[src/motion_pkg.sv]
// State encodings, facing type and timer widths, imported by the x and y motion machines.
package motion_pkg;

    // --------------------
    // facing
    // --------------------
    typedef enum logic
    {
        dir_left  = 1'b0,
        dir_right = 1'b1
    } dir_t;

    // --------------------
    // machine states
    // --------------------
    typedef enum logic [1:0]
    {
        x_idle  = 2'b00,
        x_left  = 2'b01,
        x_right = 2'b10
    } x_state_t;

    typedef enum logic [2:0]
    {
        y_standing   = 3'b000,
        y_walking    = 3'b001,
        y_jump_up    = 3'b010,
        y_jump_extra = 3'b011,
        y_jump_down  = 3'b100
    } y_state_t;

    // interval timers hold tick counts up to about one million.
    localparam int TIMER_W    = 20;
    localparam int EXTRA_W    = 26;
    localparam int EDGE_DEPTH = 8;

endpackage

[src/sprite_geom_pkg.sv]
// Screen, tile and coordinate definitions, imported by the motion modules and the top level.
package sprite_geom_pkg;

    // one screen coordinate, wide enough for 640 x 480.
    typedef logic [9:0] coord_t;

    // --------------------
    // screen and tile
    // --------------------
    localparam int SCREEN_W = 640;
    localparam int SCREEN_H = 480;
    localparam int TILE     = 16;

    // the head sits this far right of the torso when facing right.
    localparam int HEAD_OFFSET = 9;

    // --------------------
    // movement limits
    // --------------------
    // top edge may not rise above the ceiling tile.
    localparam int MIN_Y   = 16;
    // character stands two tiles above the floor strip.
    localparam int START_Y = SCREEN_H - 2 * TILE - 16;

    // walls on both sides are one tile thick.
    localparam int MIN_X = 16;
    localparam int MAX_X = SCREEN_W - TILE - HEAD_OFFSET - 16;

endpackage

[src/sprite_motion.sv]
// Motion core top level; owns the timing parameters and connects the x and y machines.
`timescale 1ns/1ps

module sprite_motion
    import sprite_geom_pkg::*;
    import motion_pkg::*;
#(
    parameter int START_X           = 100,
    parameter int TIME_START_X      = 800000,
    parameter int TIME_STEP_X       = 6000,
    parameter int TIME_MIN_X        = 500000,
    parameter int TIME_START_Y      = 100000,
    parameter int TIME_STEP_Y       = 8000,
    parameter int TIME_MAX_Y        = 600000,
    parameter int TIME_TERM_Y       = 250000,
    parameter int BEGIN_COUNT_EXTRA = 450000
)
(
    input  logic   clk,
    input  logic   reset,
    input  logic   btn_up,
    input  logic   btn_left,
    input  logic   btn_right,
    input  logic   grounded,
    output coord_t pos_x,
    output coord_t pos_y,
    output dir_t   direction,
    output logic   jumping_up
);

    // horizontal motion and facing.
    x_motion #(
        .START_X      (START_X),
        .TIME_START_X (TIME_START_X),
        .TIME_STEP_X  (TIME_STEP_X),
        .TIME_MIN_X   (TIME_MIN_X)
    ) u_x_motion (
        .clk       (clk),
        .reset     (reset),
        .btn_left  (btn_left),
        .btn_right (btn_right),
        .grounded  (grounded),
        .pos_x     (pos_x),
        .direction (direction)
    );

    // vertical walk, jump and fall.
    y_motion #(
        .TIME_START_Y      (TIME_START_Y),
        .TIME_STEP_Y       (TIME_STEP_Y),
        .TIME_MAX_Y        (TIME_MAX_Y),
        .TIME_TERM_Y       (TIME_TERM_Y),
        .BEGIN_COUNT_EXTRA (BEGIN_COUNT_EXTRA)
    ) u_y_motion (
        .clk        (clk),
        .reset      (reset),
        .btn_up     (btn_up),
        .btn_left   (btn_left),
        .btn_right  (btn_right),
        .grounded   (grounded),
        .pos_y      (pos_y),
        .jumping_up (jumping_up)
    );

endmodule

[src/x_motion.sv]
// Facing register and horizontal momentum machine; instantiated once by the sprite motion top.
`timescale 1ns/1ps

module x_motion
    import sprite_geom_pkg::*;
    import motion_pkg::*;
#(
    parameter int START_X      = 100,
    parameter int TIME_START_X = 800000,
    parameter int TIME_STEP_X  = 6000,
    parameter int TIME_MIN_X   = 500000
)
(
    input  logic   clk,
    input  logic   reset,
    input  logic   btn_left,
    input  logic   btn_right,
    input  logic   grounded,
    output coord_t pos_x,
    output dir_t   direction
);

    localparam logic [TIMER_W-1:0] T_START = TIMER_W'(TIME_START_X);
    localparam logic [TIMER_W-1:0] T_STEP  = TIMER_W'(TIME_STEP_X);
    localparam logic [TIMER_W-1:0] T_MIN   = TIMER_W'(TIME_MIN_X);
    localparam coord_t X_LO = coord_t'(MIN_X);
    localparam coord_t X_HI = coord_t'(MAX_X);

    logic left_only;
    logic right_only;
    logic both_btn;

    assign left_only  = btn_left && !btn_right;
    assign right_only = btn_right && !btn_left;
    assign both_btn   = btn_left && btn_right;

    // --------------------
    // facing
    // --------------------
    dir_t dir_reg;

    always_ff @(posedge clk or posedge reset)
    begin
        if (reset)
            dir_reg <= dir_right;
        else if (left_only)
            dir_reg <= dir_left;
        else if (right_only)
            dir_reg <= dir_right;
    end

    assign direction = dir_reg;

    // --------------------
    // momentum FSM
    // --------------------
    x_state_t           state_reg, state_next;
    logic [TIMER_W-1:0] timer_reg, timer_next;
    logic [TIMER_W-1:0] interval_reg, interval_next;
    coord_t             pos_reg, pos_next;

    logic moving_right;
    logic fwd_btn;
    logic rev_btn;

    // forward is the button matching the current motion.
    assign moving_right = (state_reg == x_right);
    assign fwd_btn      = moving_right ? btn_right : btn_left;
    assign rev_btn      = moving_right ? btn_left : btn_right;

    always_ff @(posedge clk or posedge reset)
    begin
        if (reset)
        begin
            state_reg    <= x_idle;
            timer_reg    <= '0;
            interval_reg <= '0;
            pos_reg      <= coord_t'(START_X);
        end
        else
        begin
            state_reg    <= state_next;
            timer_reg    <= timer_next;
            interval_reg <= interval_next;
            pos_reg      <= pos_next;
        end
    end

    always_comb
    begin
        state_next    = state_reg;
        timer_next    = timer_reg;
        interval_next = interval_reg;
        pos_next      = pos_reg;

        case (state_reg)
            x_idle:
            begin
                if (left_only && pos_reg != '0)
                begin
                    state_next    = x_left;
                    timer_next    = T_START;
                    interval_next = T_START;
                end
                else if (right_only && pos_reg < X_HI)
                begin
                    state_next    = x_right;
                    timer_next    = T_START;
                    interval_next = T_START;
                end
            end

            x_left, x_right:
            begin
                if (timer_reg != '0)
                    timer_next = timer_reg - TIMER_W'(1);
                else
                begin
                    if (moving_right && pos_reg < X_HI)
                        pos_next = pos_reg + coord_t'(1);
                    else if (!moving_right && pos_reg > X_LO)
                        pos_next = pos_reg - coord_t'(1);

                    // holding forward speeds up, holding reverse brakes.
                    if (fwd_btn && interval_reg > T_MIN)
                        interval_next = interval_reg - T_STEP;
                    else if (rev_btn && interval_reg < T_START)
                        interval_next = interval_reg + T_STEP;
                    timer_next = interval_next;
                end

                if (grounded && (!fwd_btn || both_btn))
                    state_next = x_idle;
                else if (!grounded && rev_btn && interval_reg >= T_START)
                begin
                    // turn around in the air once fully braked.
                    state_next    = moving_right ? x_left : x_right;
                    timer_next    = T_START;
                    interval_next = T_START;
                end
            end

            default:
                state_next = x_idle;
        endcase
    end

    assign pos_x = pos_reg;

    a_pos_x_max: assert property (@(posedge clk) disable iff (reset) pos_reg <= X_HI);

    a_dir_hold: assert property (@(posedge clk) disable iff (reset)
        both_btn |=> $stable(direction));

endmodule

[src/y_motion.sv]
// Up-button edge detector and vertical walk, jump and fall machine; instantiated by the top.
`timescale 1ns/1ps

module y_motion
    import sprite_geom_pkg::*;
    import motion_pkg::*;
#(
    parameter int TIME_START_Y      = 100000,
    parameter int TIME_STEP_Y       = 8000,
    parameter int TIME_MAX_Y        = 600000,
    parameter int TIME_TERM_Y       = 250000,
    parameter int BEGIN_COUNT_EXTRA = 450000
)
(
    input  logic   clk,
    input  logic   reset,
    input  logic   btn_up,
    input  logic   btn_left,
    input  logic   btn_right,
    input  logic   grounded,
    output coord_t pos_y,
    output logic   jumping_up
);

    localparam logic [TIMER_W-1:0] T_START = TIMER_W'(TIME_START_Y);
    localparam logic [TIMER_W-1:0] T_STEP  = TIMER_W'(TIME_STEP_Y);
    localparam logic [TIMER_W-1:0] T_MAX   = TIMER_W'(TIME_MAX_Y);
    localparam logic [TIMER_W-1:0] T_TERM  = TIMER_W'(TIME_TERM_Y);
    localparam logic [TIMER_W-1:0] T_EXTRA = TIMER_W'(BEGIN_COUNT_EXTRA);
    localparam coord_t Y_LO = coord_t'(MIN_Y);

    // --------------------
    // up edge
    // --------------------
    logic [EDGE_DEPTH-1:0] up_hist;
    logic                  up_edge;

    always_ff @(posedge clk or posedge reset)
    begin
        if (reset)
            up_hist <= '0;
        else
            up_hist <= {up_hist[EDGE_DEPTH-2:0], btn_up};
    end

    // a press counts only after a low somewhere in the recent history.
    assign up_edge = btn_up && !(&up_hist);

    // --------------------
    // vertical FSM
    // --------------------
    y_state_t           state_reg, state_next;
    logic [TIMER_W-1:0] timer_reg, timer_next;
    logic [TIMER_W-1:0] interval_reg, interval_next;
    logic [EXTRA_W-1:0] extra_reg, extra_next;
    coord_t             pos_reg, pos_next;

    logic one_btn;

    assign one_btn = btn_left ^ btn_right;

    always_ff @(posedge clk or posedge reset)
    begin
        if (reset)
        begin
            state_reg    <= y_standing;
            timer_reg    <= '0;
            interval_reg <= '0;
            extra_reg    <= '0;
            pos_reg      <= coord_t'(START_Y);
        end
        else
        begin
            state_reg    <= state_next;
            timer_reg    <= timer_next;
            interval_reg <= interval_next;
            extra_reg    <= extra_next;
            pos_reg      <= pos_next;
        end
    end

    always_comb
    begin
        state_next    = state_reg;
        timer_next    = timer_reg;
        interval_next = interval_reg;
        extra_next    = extra_reg;
        pos_next      = pos_reg;

        case (state_reg)
            y_standing:
            begin
                if (one_btn)
                    state_next = y_walking;
                if (up_edge)
                begin
                    state_next    = y_jump_up;
                    interval_next = T_START;
                    timer_next    = T_START;
                    extra_next    = '0;
                end
            end

            y_walking:
            begin
                // walked off a ledge.
                if (!grounded)
                begin
                    state_next    = y_jump_down;
                    interval_next = T_MAX;
                    timer_next    = T_MAX;
                end
                if (!one_btn)
                    state_next = y_standing;
                if (up_edge)
                begin
                    state_next    = y_jump_up;
                    interval_next = T_START;
                    timer_next    = T_START;
                    extra_next    = '0;
                end
            end

            y_jump_up:
            begin
                if (timer_reg != '0)
                    timer_next = timer_reg - TIMER_W'(1);
                else
                begin
                    // up held late in the climb banks extra height.
                    if (btn_up && interval_reg > T_EXTRA)
                        extra_next = extra_reg + EXTRA_W'(1);

                    if (pos_reg > Y_LO)
                        pos_next = pos_reg - coord_t'(1);
                    else
                        state_next = y_jump_down;

                    // the climb slows each pixel until it hits the slowest rate.
                    if (interval_reg <= T_MAX)
                    begin
                        interval_next = interval_reg + T_STEP;
                        timer_next    = interval_reg + T_STEP;
                    end
                    else
                    begin
                        state_next    = y_jump_extra;
                        extra_next    = extra_reg << 1;
                        interval_next = T_MAX;
                        timer_next    = T_MAX;
                    end
                end
            end

            y_jump_extra:
            begin
                if (extra_reg == '0)
                begin
                    state_next    = y_jump_down;
                    interval_next = T_MAX;
                    timer_next    = T_MAX;
                end
                else if (timer_reg != '0)
                    timer_next = timer_reg - TIMER_W'(1);
                else
                begin
                    extra_next = extra_reg - EXTRA_W'(1);
                    if (pos_reg > Y_LO)
                        pos_next = pos_reg - coord_t'(1);
                    else
                        state_next = y_jump_down;
                    interval_next = T_MAX;
                    timer_next    = T_MAX;
                end
            end

            y_jump_down:
            begin
                if (timer_reg != '0)
                    timer_next = timer_reg - TIMER_W'(1);
                else if (!grounded)
                begin
                    pos_next = pos_reg + coord_t'(1);
                    // fall speeds up to a terminal rate.
                    if (interval_reg > T_TERM)
                    begin
                        interval_next = interval_reg - T_STEP;
                        timer_next    = interval_reg - T_STEP;
                    end
                    else
                        timer_next = T_TERM;
                end
                else
                    state_next = y_standing;
            end

            default:
                state_next = y_standing;
        endcase
    end

    assign pos_y      = pos_reg;
    assign jumping_up = (state_reg == y_jump_up);

    a_pos_y_min: assert property (@(posedge clk) disable iff (reset) pos_reg >= Y_LO);

    a_extra_entry: assert property (@(posedge clk) disable iff (reset)
        $rose(state_reg == y_jump_extra) |-> $past(state_reg) == y_jump_up);

endmodule

[config.mk]
export PLATFORM = sky130hd
export DESIGN_NAME = sprite_motion
export DESIGN_NICKNAME = d
export VERILOG_FILES = /design/src/motion_pkg.sv /design/src/sprite_geom_pkg.sv /design/src/sprite_motion.sv /design/src/x_motion.sv /design/src/y_motion.sv
export SDC_FILE = /design/constraint.sdc
export NUM_CORES = 1
export LEC_CHECK = 0
export BUFFER_PORTS_ARGS = -buffer_cell sky130_fd_sc_hd__buf_2
export CORE_MARGIN = 1
export CORE_UTILIZATION = 56
export DETAILED_ROUTE_END_ITERATION = 16
export MAX_ROUTING_LAYER = met4
export PLACE_DENSITY = 0.7
export SLEW_MARGIN = 10
export SYNTH_ARGS = -nofsm -noshare
export SYNTH_HDL_FRONTEND = slang
export SYNTH_SLANG_ARGS = --single-unit
[constraint.sdc]
create_clock -name clk -period 4.9 [get_ports clk]
set_input_delay 0.735 -clock clk [delete_from_list [all_inputs] [get_ports clk]]
set_output_delay 0.735 -clock clk [all_outputs]
set_load 0.05 [all_outputs]
; Word level (Yosys, flattened, before mapping)
; Index checks and enable logic that the tools add are counted.
; W data, S select, Z words.
[op_classes]
add_sub_neg = 12
magnitude_cmp = 9
eq_ne = 23
mux = 68
bitwise = 2
reduce_logical = 44
[op_table]
columns = op, count
row1 = $mux W20, 26
row2 = $pmux W20 S5, 2
row3 = $mux W26, 6
row4 = $pmux W20 S2, 2
row5 = $pmux W26 S3, 1
row6 = $mux W10, 7
row7 = $add A20 B13 Y20 const B, 2
row8 = $gt A20 B19 Y1 const B, 2
row9 = $reduce_bool A20 Y1, 2
row10 = $sub A20 B1 Y20 const B, 2
row11 = $sub A20 B13 Y20 const B, 2
row12 = $mux W3, 12
row13 = $pmux W10 S3, 1
row14 = $add A26 B1 Y26 const B, 1
row15 = $logic_not A26 Y1, 1
row16 = $sub A26 B1 Y26 const B, 1
row17 = $add A10 B1 Y10 const B, 2
row18 = $ge A20 B20 Y1 const B, 1
row19 = $gt A10 B5 Y1 const B, 2
row20 = $gt A20 B18 Y1 const B, 1
row21 = $le A20 B20 Y1 const B, 1
row22 = $lt A20 B20 Y1 const B, 1
row23 = $sub A10 B1 Y10 const B, 2
row24 = $reduce_and A8 Y1, 2
row25 = 32 further kinds, 76
[word_totals]
ff_bits = 140
in_bits = 6
out_inout_bits = 22
elab_cells = 169

; Logic depth before layout (Yosys ltp)
; Gate-level depths: netlist of the first run.
[logic_depth]
depth_word = 9
mapped_depth = 14
mapped_depth_nobuf = 13

; By module
; A second synthesis of the first run with hierarchy kept.
[hier_totals]
cells_unflattened = 1327
area_unflattened_um2 = 10649.0
[by_module_without_submodules]
columns = module, n_inst, cells_per_inst, area_per_inst_um2, seq_area_each_um2
row1 = y_motion, 1, 885, 6831.6, 2182.1
row2 = x_motion, 1, 442, 3817.4, 1231.2

; Worst setup path before layout of the first run
; OpenSTA, ideal clock, no wires.
[synth_timing]
path_kind = register to register
from = register u_y_motion.state_reg[0]
to = register u_y_motion.pos_reg[9], in the netlist u_y_motion.pos_y[9]
setup_ps = 141
arrival_time_ps = 3421
required_time_ps = 4759
slack_ps = 1337
path_stages_with_launch = 14
path_buffers = 3
synth_period_minus_slack_ps = 3563
path_cell_list = dfrtp_1 > clkbuf_1 > nor2_1 > inv_1 > clkbuf_1 > buf_1 > ha_1 > and3_1 > a221o_1 > o41ai_1 > o21ai_0 > xnor2_1 > nand4_1 > xnor2_1
[synth_via]
elab_chain_len = 3
elab_cells_between_ends = 9
classes_between = 6 x eq/ne / 1 x mux / 2 x reduce/logical
[synth_lines]
columns = element, line
row1 = "start, declared", y_motion.sv:52  ; y_state_t state_reg, state_next;
row2 = "start signal, assigned", y_motion.sv:66  ; state_reg <= y_standing;
row3 = "start signal, assigned", y_motion.sv:74  ; state_reg <= state_next;
row4 = $eq A3 B2 Y1 or $eq A3 B3 Y1 (tied branches), y_motion.sv:90  ; case (state_reg)
row5 = $ne A2 B2 Y1 (no source line) or $reduce_bool A3 Y1 (tied branches), --
row6 = $reduce_and A4 Y1 (no source line), --
row7 = "end signal, assigned", y_motion.sv:70  ; pos_reg <= coord_t'(START_Y);
row8 = "end signal, assigned", y_motion.sv:78  ; pos_reg <= pos_next;
row9 = "end, declared", y_motion.sv:56  ; coord_t pos_reg, pos_next;
; Parallel ways exist; a longest one is shown, timed or not.
; A chain may end at the register's enable or synchronous reset.

; Worst setup path in the final report of the first run
[layout_timing]
from = register u_x_motion.pos_reg[4], in the netlist u_x_motion.pos_x[4]
to = register u_x_motion.pos_reg[8], in the netlist u_x_motion.pos_x[8]
[layout_via]
elab_chain_len = 4
elab_cells_between_ends = 10
classes_between = 2 x add/sub / 2 x order compare / 2 x mux / 4 x reduce/logical
[layout_lines]
columns = element, line
row1 = "start, declared", x_motion.sv:60  ; coord_t pos_reg, pos_next;
row2 = "start signal, assigned", x_motion.sv:78  ; pos_reg <= coord_t'(START_X);
row3 = "start signal, assigned", x_motion.sv:85  ; pos_reg <= pos_next;
row4 = $gt A10 B5 Y1 or $lt A10 B10 Y1 (tied branches), "x_motion.sv:121, x_motion.sv:119"
row5 = "$logic_and A1 B1 Y1, on equally long branches", "x_motion.sv:121, x_motion.sv:119"
row6 = $reduce_bool A2 Y1 (no source line), --
row7 = $reduce_and A3 Y1 (no source line), --
; Parallel ways exist; a longest one is shown, timed or not. The select of a mux whose other input is x is not followed.

==> metrics.csv, run 1 <==
stage,metric,value,unit
route,remaining routing DRC violations,0,
synth,simple logic cell fraction of the synthesized area,0.264,
pwr,cell area power density,619,nW/um2
route,Initial DRC Count,987,
synth,async set-reset flop share out of synthesis,1.00,
die,IO Pins,28,
synth,Syn Nets,1428,
route,vias per cell,6.50,
worst_setup_path,Setup CP Type,reg -> reg,
job,Max-cap violations,0,
timing,crit path time final,3.41,ns
synth,Synth Warn #,0,
clock_network,clk buf depth,2,
hold_path,worst min path class,reg -> reg,
placement,PortBufs,27,
synth,Synth Area in Adders,0.0429,
cells_and_area,max reg flops,26,
timing,Fin Clk Skew,0.0103,ns
worst_setup_path,"critical path, cell by cell",a21oi_1 -> a21boi_0 -> o31ai_1 -> nand2_1 -> ha_1 -> nor2b_1 -> o21ai_0 -> a21boi_0 -> o21ai_0 -> a21oi_1 -> nor3b_1 -> a211o_1,
placement,DP HPWL,20800,um
cells_and_area,layout cells sized above 1,0.0937,
clock_network,CTS tree,built,
cells_and_area,fin nets,1396,
grt,GRT Overall Usage,0.323,
placement,dpl ws,1.53,ns
clock_network,CTS Sinks,136,
die,Rows,50,
route,Via Count,10600,
route,WL/cell,18.5,um
clock_network,Post-CTS Setup Inserts,0,
route,Detail Route Antenna Nets,0,
clock_network,CTS resizes,0,
synth,XOR/XNOR Fraction of Synth Area,0.0468,
die,Die Wd,141,um
synth,syn avg cell area,7.82,um2
cells_and_area,Layout Area Growth over Synthesis,7.06,%
route,Detailed Route WL,30100,um
grt,antenna violations before repair,0,
timing,Fin. Hold Viols,0,
clock_network,Max H-tree Level,4,
worst_setup_path,Critical Path Max Stage Delay,0.45,ns
synth,multiplexer area fraction after synthesis,0.0117,
clock_network,hold-fix buffers at CTS,0,
timing,Max Fclk,0.294,GHz
pwr,peak supply drop,0.000354,V
timing,final setup vio count,0,
timing,setup_tns,0,ns
clock_network,clock latency on the worst-skew pair,0.43,ns
worst_setup_path,Required @ worst endpoint,5.22,ns
clock_network,Root Driver,clkbuf_16,
grt,overflow left after global routing,0,
synth,mapped cell area,10800,um2
clock_network,CTS buffer count,17,
grt,first-pass GRT wire length,49900,um
timing,Worst slew margin,0.341,
worst_setup_path,CP Launch Type,flip-flop,
run_status,status,"finished, final reports clean",
synth,"Top FF cell, synth",dfrtp_1,
grt,vias in the first global route,9718,
synth,Synth Area in Compound Gates,0.265,
die,Core ar.,18800,um2
timing,worst setup margin,1.49,ns
timing,Worst Tran Pin Value,0.980,ns
pwr,Leak Pwr,4.79,nW
synth,Yosys cell types,88,
synth,"Seq/Total Area, Yosys",0.315,
grt,largest net degree at the start of global routing,106,
placement,GP Congestion,0.899,
die,Die Span Y,141,um
synth,Synth Register Bits,136,
worst_setup_path,CP max stage cell,dfrtp_1,
cells_and_area,# diodes,0,
worst_setup_path,Critical Path End Type,flip-flop,
timing,RSZ-0062 raised after global routing,false,
worst_setup_path,CP max FO,10,
die,Starting Density,0.576,
synth,"EDFF count, synth",0,
worst_setup_path,"delay-heaviest family, CP",compound AO/OA/AOI/OAI gates,
synth,Post-Syn Instances,1386,
worst_setup_path,Buf/Inv on CP,0,
route,Pre-antenna DRT Iters,6,
timing,"Slew Viols, Final",0,
timing,period utilization,0.695,
die,die footprint,19900,um2
worst_setup_path,Worst EP arrival,3.73,ns
clock_network,"CTS clk-pin slew, worst paths",0.07,ns
synth,largest family of logic cells by synthesized area,compound AO/OA/AOI/OAI gates,
==> per-layer routing <==
metal | up-vias | routed length [um] | GRT usage
li1 | 5064 | - | -
met1 | 5066 | 13600 | 0.429
met2 | 393 | 14200 | 0.510
met3 | 47 | 1800 | 0.0482
met4 | 0 | 561 | 0.0973
met5 | - | 0 | -
==> worst reg2reg max path: cells and delay by family, from the launching register on <==
| family | cells | cell delay [ns] |
|---|---|---|
| flip-flops | 1 | 0.45 |
| AND/OR/NAND/NOR | 3 | 0.66 |
| AO/OA/AOI/OAI | 8 | 1.75 |
| adder cells (fa/ha/maj) | 1 | 0.44 |
==> worst paths after layout <==
path	slack [ns]	depth (start not counted)	to	start
max in group asynchronous	3.37	3	u_y_motion.interval_reg[7]$_DFFE_PP0P_	reset
setup / recovery	1.49	12	u_x_motion.pos_x[8]$_DFFE_PP0P_	u_x_motion.pos_x[4]$_DFFE_PP0P_
hold / removal	0.38	0	u_y_motion.up_hist[3]$_DFF_PP0_	u_y_motion.up_hist[2]$_DFF_PP0_
min in group asynchronous	0.52	2	u_x_motion.pos_x[0]$_DFFE_PP0P_	reset
hold reg to reg	0.38	0	u_y_motion.up_hist[3]$_DFF_PP0_	u_y_motion.up_hist[2]$_DFF_PP0_
setup reg to reg	1.49	12	u_x_motion.pos_x[8]$_DFFE_PP0P_	u_x_motion.pos_x[4]$_DFFE_PP0P_
==> synthesized netlist by cell type, types with 11 or more instances <==
master / n / area share
inv_1: 39 / 0.014
dfrtp_1: 128 / 0.30
and2_1: 11 / 0.0063
nor2_1: 128 / 0.044
buf_2: 37 / 0.017
or3_1: 16 / 0.0092
nand4_1: 32 / 0.018
and3_1: 18 / 0.010
xor2_1: 30 / 0.024
ha_1: 34 / 0.039
a22oi_1: 14 / 0.0097
nor2b_1: 12 / 0.0069
nand2_1: 147 / 0.051
nor3_1: 51 / 0.024
a211oi_1: 11 / 0.0076
a31oi_1: 13 / 0.0075
nand2b_1: 11 / 0.0063
o31ai_1: 17 / 0.012
o211ai_1: 15 / 0.010
nor4_1: 21 / 0.012
clkbuf_1: 53 / 0.018
a21oi_1: 98 / 0.045
nand3_1: 51 / 0.024
or4_1: 12 / 0.0083
o22ai_1: 21 / 0.012
xnor2_1: 28 / 0.023
o21ai_0: 146 / 0.067
a21o_1: 14 / 0.0097
==> where the power goes <==
| group | leakage (nW) | internal [W] | total [W] | switching, W |
|---|---|---|---|---|
| combinational | 2.79 | 0.00137 | 0.00399 | 0.00262 |
| sequential | 1.72 | 0.00137 | 0.00188 | 0.000512 |
| clock | 0.288 | 0.000787 | 0.00132 | 0.000529 |
==> cell families (layout without fill, tap and decap cells) <==
logic type / Yosys count / in the layout
mux: 12 / 12
compound gates: 450 / 450
simple gates: 555 / 555
buf+inv: 139 / 119
flops: 136 / 136
fa+ha+maj: 36 / 36
xor+xnor: 58 / 58
==> per-stage QoR <==
step	hold WS, ns	total power [W]	util	std cells	instance area (um2)
after floorplan	0.353	0.00480	-	1386	10800
after global placement	0.358	0.00575	0.585	1595	11000
after detailed placement	0.360	0.00579	0.585	1595	11000
after CTS	0.379	0.00712	0.616	1626	11600
after global routing	0.390	0.00770	0.616	1626	11600
final	0.378	0.00719	0.616	1626	11600
==> cell type report <==
| type | count | area [um2] |
|---|---|---|
| fill | 1698 | 7220 |
| multi-input combinational | 1111 | 6830 |
| sequential | 136 | 3410 |
| clock buffer | 20 | 467 |
| tap | 260 | 325 |
| timing repair buffer | 49 | 300 |
| inverter | 39 | 151 |
| clock inverter | 11 | 121 |
==> layout by cell type, fill, tap and decap left out, types with 22 or more instances in the layout <==
cell,count
nand2_1,147
o21ai_0,146
nor2_1,128
dfrtp_1,128
a21oi_1,98
nor3_1,51
nand3_1,51
inv_1,38
ha_1,34
nand4_1,32
xor2_1,30
xnor2_1,28
buf_2,27
buf_4,22
(Power assumes the default switching activity.)
==> run 2, diff against run 1 <==
--- a/config.mk
+++ b/config.mk
@@ -5,6 +5,7 @@
 export SDC_FILE = /design/constraint.sdc
 export NUM_CORES = 1
 export LEC_CHECK = 0
+export ABC_AREA = 1
 export BUFFER_PORTS_ARGS = -buffer_cell sky130_fd_sc_hd__buf_2
 export CORE_MARGIN = 1
 export CORE_UTILIZATION = 56
==> constraint.sdc (replaced) <==
create_clock -name clk -period 3.5 [get_ports clk]
set_input_delay 0.525 -clock clk [delete_from_list [all_inputs] [get_ports clk]]
set_output_delay 0.525 -clock clk [all_outputs]
set_load 0.05 [all_outputs]
==> run 2 against run 1 <==
Utilization is 0.77 points lower. Synthesized area grew 10%. Sequential power is 11% lower. Largest cell class unchanged. Global-route usage is 0.69 points higher. Sequential share of layout area is 2.6 points lower. Clock power rose by 33%. Final cell count up 31%. Clock-buffer cell count decreased by 1. Non-clock buffer count down 11. Critical path depth rose by 2. Die area rose by 9.9%.
==> metrics.csv, run 2 <==
stage,metric,value,unit,change
grt,vias in the first global route,11300,,was 9718
cells_and_area,area of the multi-input gates,7410,um2,was 6830 um2
job,Max-cap violations,0,,unchanged
route,Detailed Route WL,34000,um,was 30100 um
grt,overflow left after global routing,0,,unchanged
die,IO Pins,28,,unchanged
worst_setup_path,CP max stage cell,dfrtp_1,,unchanged
cells_and_area,Fill cells,2073,,was 1698
placement,Placed Instances,2093,,was 1595
grt,antenna violations before repair,0,,unchanged
worst_setup_path,"delay-heaviest family, CP",simple AND/OR/NAND/NOR gates,,was compound AO/OA/AOI/OAI gates
synth,"Top FF cell, synth",dfrtp_1,,unchanged
timing,crit path time final,2.83,ns,was 3.41 ns
route,vias per cell,5.66,,was 6.50
pwr,Leak Pwr,6.07,nW,was 4.79 nW
clock_network,Max H-tree Level,4,,unchanged
hold_path,worst min path class,in -> reg,,was reg -> reg
die,Rows,53,,was 50
placement,GP Congestion,0.980,,was 0.899
worst_setup_path,Worst EP arrival,3.17,ns,was 3.73 ns
clock_network,clock latency on the worst-skew pair,0.43,ns,about the same
cells_and_area,Final Non-Filler Cells,2125,,was 1626
route,WL/cell,16.0,um,was 18.5 um
synth,mapped cell area,11900,um2,was 10800 um2
synth,"Seq/Total Area, Yosys",0.286,,was 0.315
worst_setup_path,"critical path, cell by cell",inv_2 -> nor2_4 -> inv_2 -> ha_1 -> a21oi_1 -> nand2_1 -> nand2_1 -> nand2_1 -> nand2_1 -> nand2_1 -> a21oi_1 -> xor2_1 -> nand2_1 -> o21ai_0,,was a21oi_1 -> a21boi_0 -> o31ai_1 -> nand2_1 -> ha_1 -> nor2b_1 -> o21ai_0 -> a21boi_0 -> o21ai_0 -> a21oi_1 -> nor3b_1 -> a211o_1
timing,Fin Clk Skew,0.0135,ns,was 0.0103 ns
die,Core ar.,21000,um2,was 18800 um2
route,Pre-antenna DRT Iters,7,,was 6
synth,Yosys cell types,61,,was 88
pwr,peak supply drop,0.000330,V,was 0.000354 V
cells_and_area,# diodes,0,,unchanged
worst_setup_path,CP max FO,25,,was 10
timing,setup_tns,0,ns,unchanged
timing,Fin. Hold Viols,0,,unchanged
synth,most frequent cell after synthesis,nand2_1,,unchanged
worst_setup_path,Buf/Inv on CP,2,,was 0
cells_and_area,Final Cell Area,12800,um2,was 11600 um2
grt,first-pass GRT wire length,56100,um,was 49900 um
grt,largest net degree at the start of global routing,137,,was 106
worst_setup_path,Crit path top cell by count,nand2_1,,
hold_path,Hold Path Depth,1,,was 0
worst_setup_path,Critical Path Max Stage Delay,0.49,ns,was 0.45 ns
cells_and_area,fin nets,1879,,was 1396
cells_and_area,"most common cell after layout, fill and taps aside",nand2_1,,unchanged
placement,DP HPWL,25200,um,was 20800 um
timing,"Slew Viols, Final",0,,unchanged
cells_and_area,Layout Area Growth over Synthesis,6.89,%,was 7.06%
clock_network,CTS buffer count,17,,unchanged
synth,cell accounting for the most synthesized area,dfrtp_1,,unchanged
cells_and_area,Final Core Density,0.609,,was 0.616
clock_network,CTS Sinks,136,,unchanged
worst_setup_path,critical path depth,14,,was 12
worst_setup_path,Setup CP Type,reg -> reg,,unchanged
synth,"EDFF count, synth",0,,unchanged
synth,Syn Nets,1873,,was 1428
synth,async set-reset flop share out of synthesis,1.00,,unchanged
route,remaining routing DRC violations,0,,unchanged
synth,Synth Warn #,0,,unchanged
clock_network,hold-fix buffers at CTS,0,,unchanged
timing,final setup vio count,0,,unchanged
cells_and_area,layout cells sized above 1,0.108,,was 0.0937
timing,Worst Tran Pin Value,0.752,ns,was 0.980 ns
synth,post-synth top area share,0.268,,was 0.295
route,Via Count,12000,,was 10600
clock_network,CTS resizes,0,,unchanged
cells_and_area,most frequent cells in the layout,"543 x nand2_1, 186 x nor2_1, 177 x inv_1",,"was 147 x nand2_1, 146 x o21ai_0, 128 x nor2_1, 128 x dfrtp_1, 98 x a21oi_1"
timing,Max Fclk,0.354,GHz,was 0.294 GHz
die,Die Span Y,148,um,was 141 um
synth,syn avg cell area,6.52,um2,was 7.82 um2
clock_network,Post-CTS Setup Inserts,0,,unchanged
clock_network,clk buf depth,2,,unchanged
clock_network,Root Driver,clkbuf_16,,unchanged
cells_and_area,max reg flops,26,,unchanged
timing,Worst slew margin,0.499,,was 0.341
placement,PortBufs,27,,unchanged
worst_setup_path,CP Launch Type,flip-flop,,unchanged
worst_setup_path,Required @ worst endpoint,3.85,ns,was 5.22 ns
timing,period utilization,0.808,,was 0.695
die,die footprint,21900,um2,was 19900 um2
grt,GRT Overall Usage,0.330,,was 0.323
clock_network,"CTS clk-pin slew, worst paths",0.06,ns,was 0.07 ns
synth,most common library cells after synthesis,"543 x nand2_1, 186 x nor2_1, 178 x inv_1",,"was 147 x nand2_1, 146 x o21ai_0, 128 x dfrtp_1, 128 x nor2_1, 98 x a21oi_1"
die,Die Wd,148,um,was 141 um
pwr,cell area power density,352,nW/um2,was 619 nW/um2
timing,RSZ-0062 raised after global routing,false,,unchanged
synth,Area contributors post-synth,"dfrtp_1 27%, nand2_1 17%, nand3_1 6.3%",,"was dfrtp_1 30%, o21ai_0 6.7%, nand2_1 5.1%"
die,Starting Density,0.570,,was 0.576
placement,Post-DP Area,12200,um2,was 11000 um2
synth,Post-Syn Instances,1831,,was 1386
worst_setup_path,path depth of the worst reg2reg path,14,,was 12
run_status,status,"finished, final reports clean",,unchanged
worst_setup_path,Critical Path End Type,flip-flop,,unchanged
synth,Synth Register Bits,136,,unchanged
cells_and_area,register area,3410,um2,unchanged
route,Detail Route Antenna Nets,0,,unchanged
clock_network,CTS tree,built,,unchanged
route,Initial DRC Count,1019,,was 987
==> run 2: cell types whose count changed after synthesis, moves of 17 or more <==
cell	before	now
nand2_1	147	543
nor2_1	128	186
a21oi_1	98	74
clkbuf_1	53	7
inv_1	39	178
inv_2	0	25
o21ai_1	7	35
o21ai_0	146	121
nand2_2	1	22
xor2_1	30	54
o21ai_2	1	19
o31ai_1	17	0
nand3_1	51	150
o22ai_1	21	4
==> run 2: layout make-up <==
cell class / count / area share
Multi-Input combinational cell: 1437 / 0.581
Sequential cell: 136 / 0.268
Inverter: 207 / 0.0620
Clock buffer: 19 / 0.0339
Tap cell: 275 / 0.0270
Timing Repair Buffer: 38 / 0.0190
Clock inverter: 13 / 0.00942
==> run 2: metal layers <==
metal,part of all wire,global-route usage,up-vias
met2,0.47,0.531,401
met5,0,-,-
met3,0.050,0.0420,76
met4,0.025,0.106,0
met1,0.45,0.430,5591
li1,-,-,5963
==> run 2: through the flow <==
step	setup slack, ns	hold slack (ns)	total power [W]
after floorplan	0.804	0.353	0.00251
after global placement	0.818	0.360	0.00275
after detailed placement	0.713	0.364	0.00277
after CTS	0.680	0.231	0.00452
after global routing	0.407	0.239	0.00472
final	0.672	0.242	0.00449
==> run 2: cells by family (layout without fill, tap and decap cells) <==
kind of cell / after synthesis / after routing / synth area share
simple gates: 1044 / 1044 / 0.394
compound gates: 284 / 284 / 0.134
buf+inv: 258 / 277 / 0.0929
flops: 136 / 136 / 0.286
xor+xnor: 73 / 73 / 0.0536
fa+ha+maj: 36 / 36 / 0.0390
==> run 2: path summary, 6_finish.rpt <==
check | startpoint | end | slack (ns)
max in group asynchronous | reset | u_y_motion.extra_reg[8]$_DFFE_PP0P_ | 2.63
min reg2reg | u_y_motion.up_hist[4]$_DFF_PP0_ | u_y_motion.up_hist[5]$_DFF_PP0_ | 0.38
max | u_y_motion.state_reg[2]$_DFFE_PP0P_ | u_y_motion.pos_y[9]$_DFFE_PP0P_ | 0.67
max reg2reg | u_y_motion.state_reg[2]$_DFFE_PP0P_ | u_y_motion.pos_y[9]$_DFFE_PP0P_ | 0.67
min in group asynchronous | reset | u_y_motion.timer_reg[18]$_DFFE_PP0P_ | 0.30
min | btn_up | u_y_motion.up_hist[0]$_DFF_PP0_ | 0.24
==> run 2: power by group <==
group / internal, W / total [W] / switching, W
Combinational: 0.000329 / 0.00107 / 0.000744
Sequential: 0.00163 / 0.00167 / 0.0000409
Clock: 0.000986 / 0.00175 / 0.000764
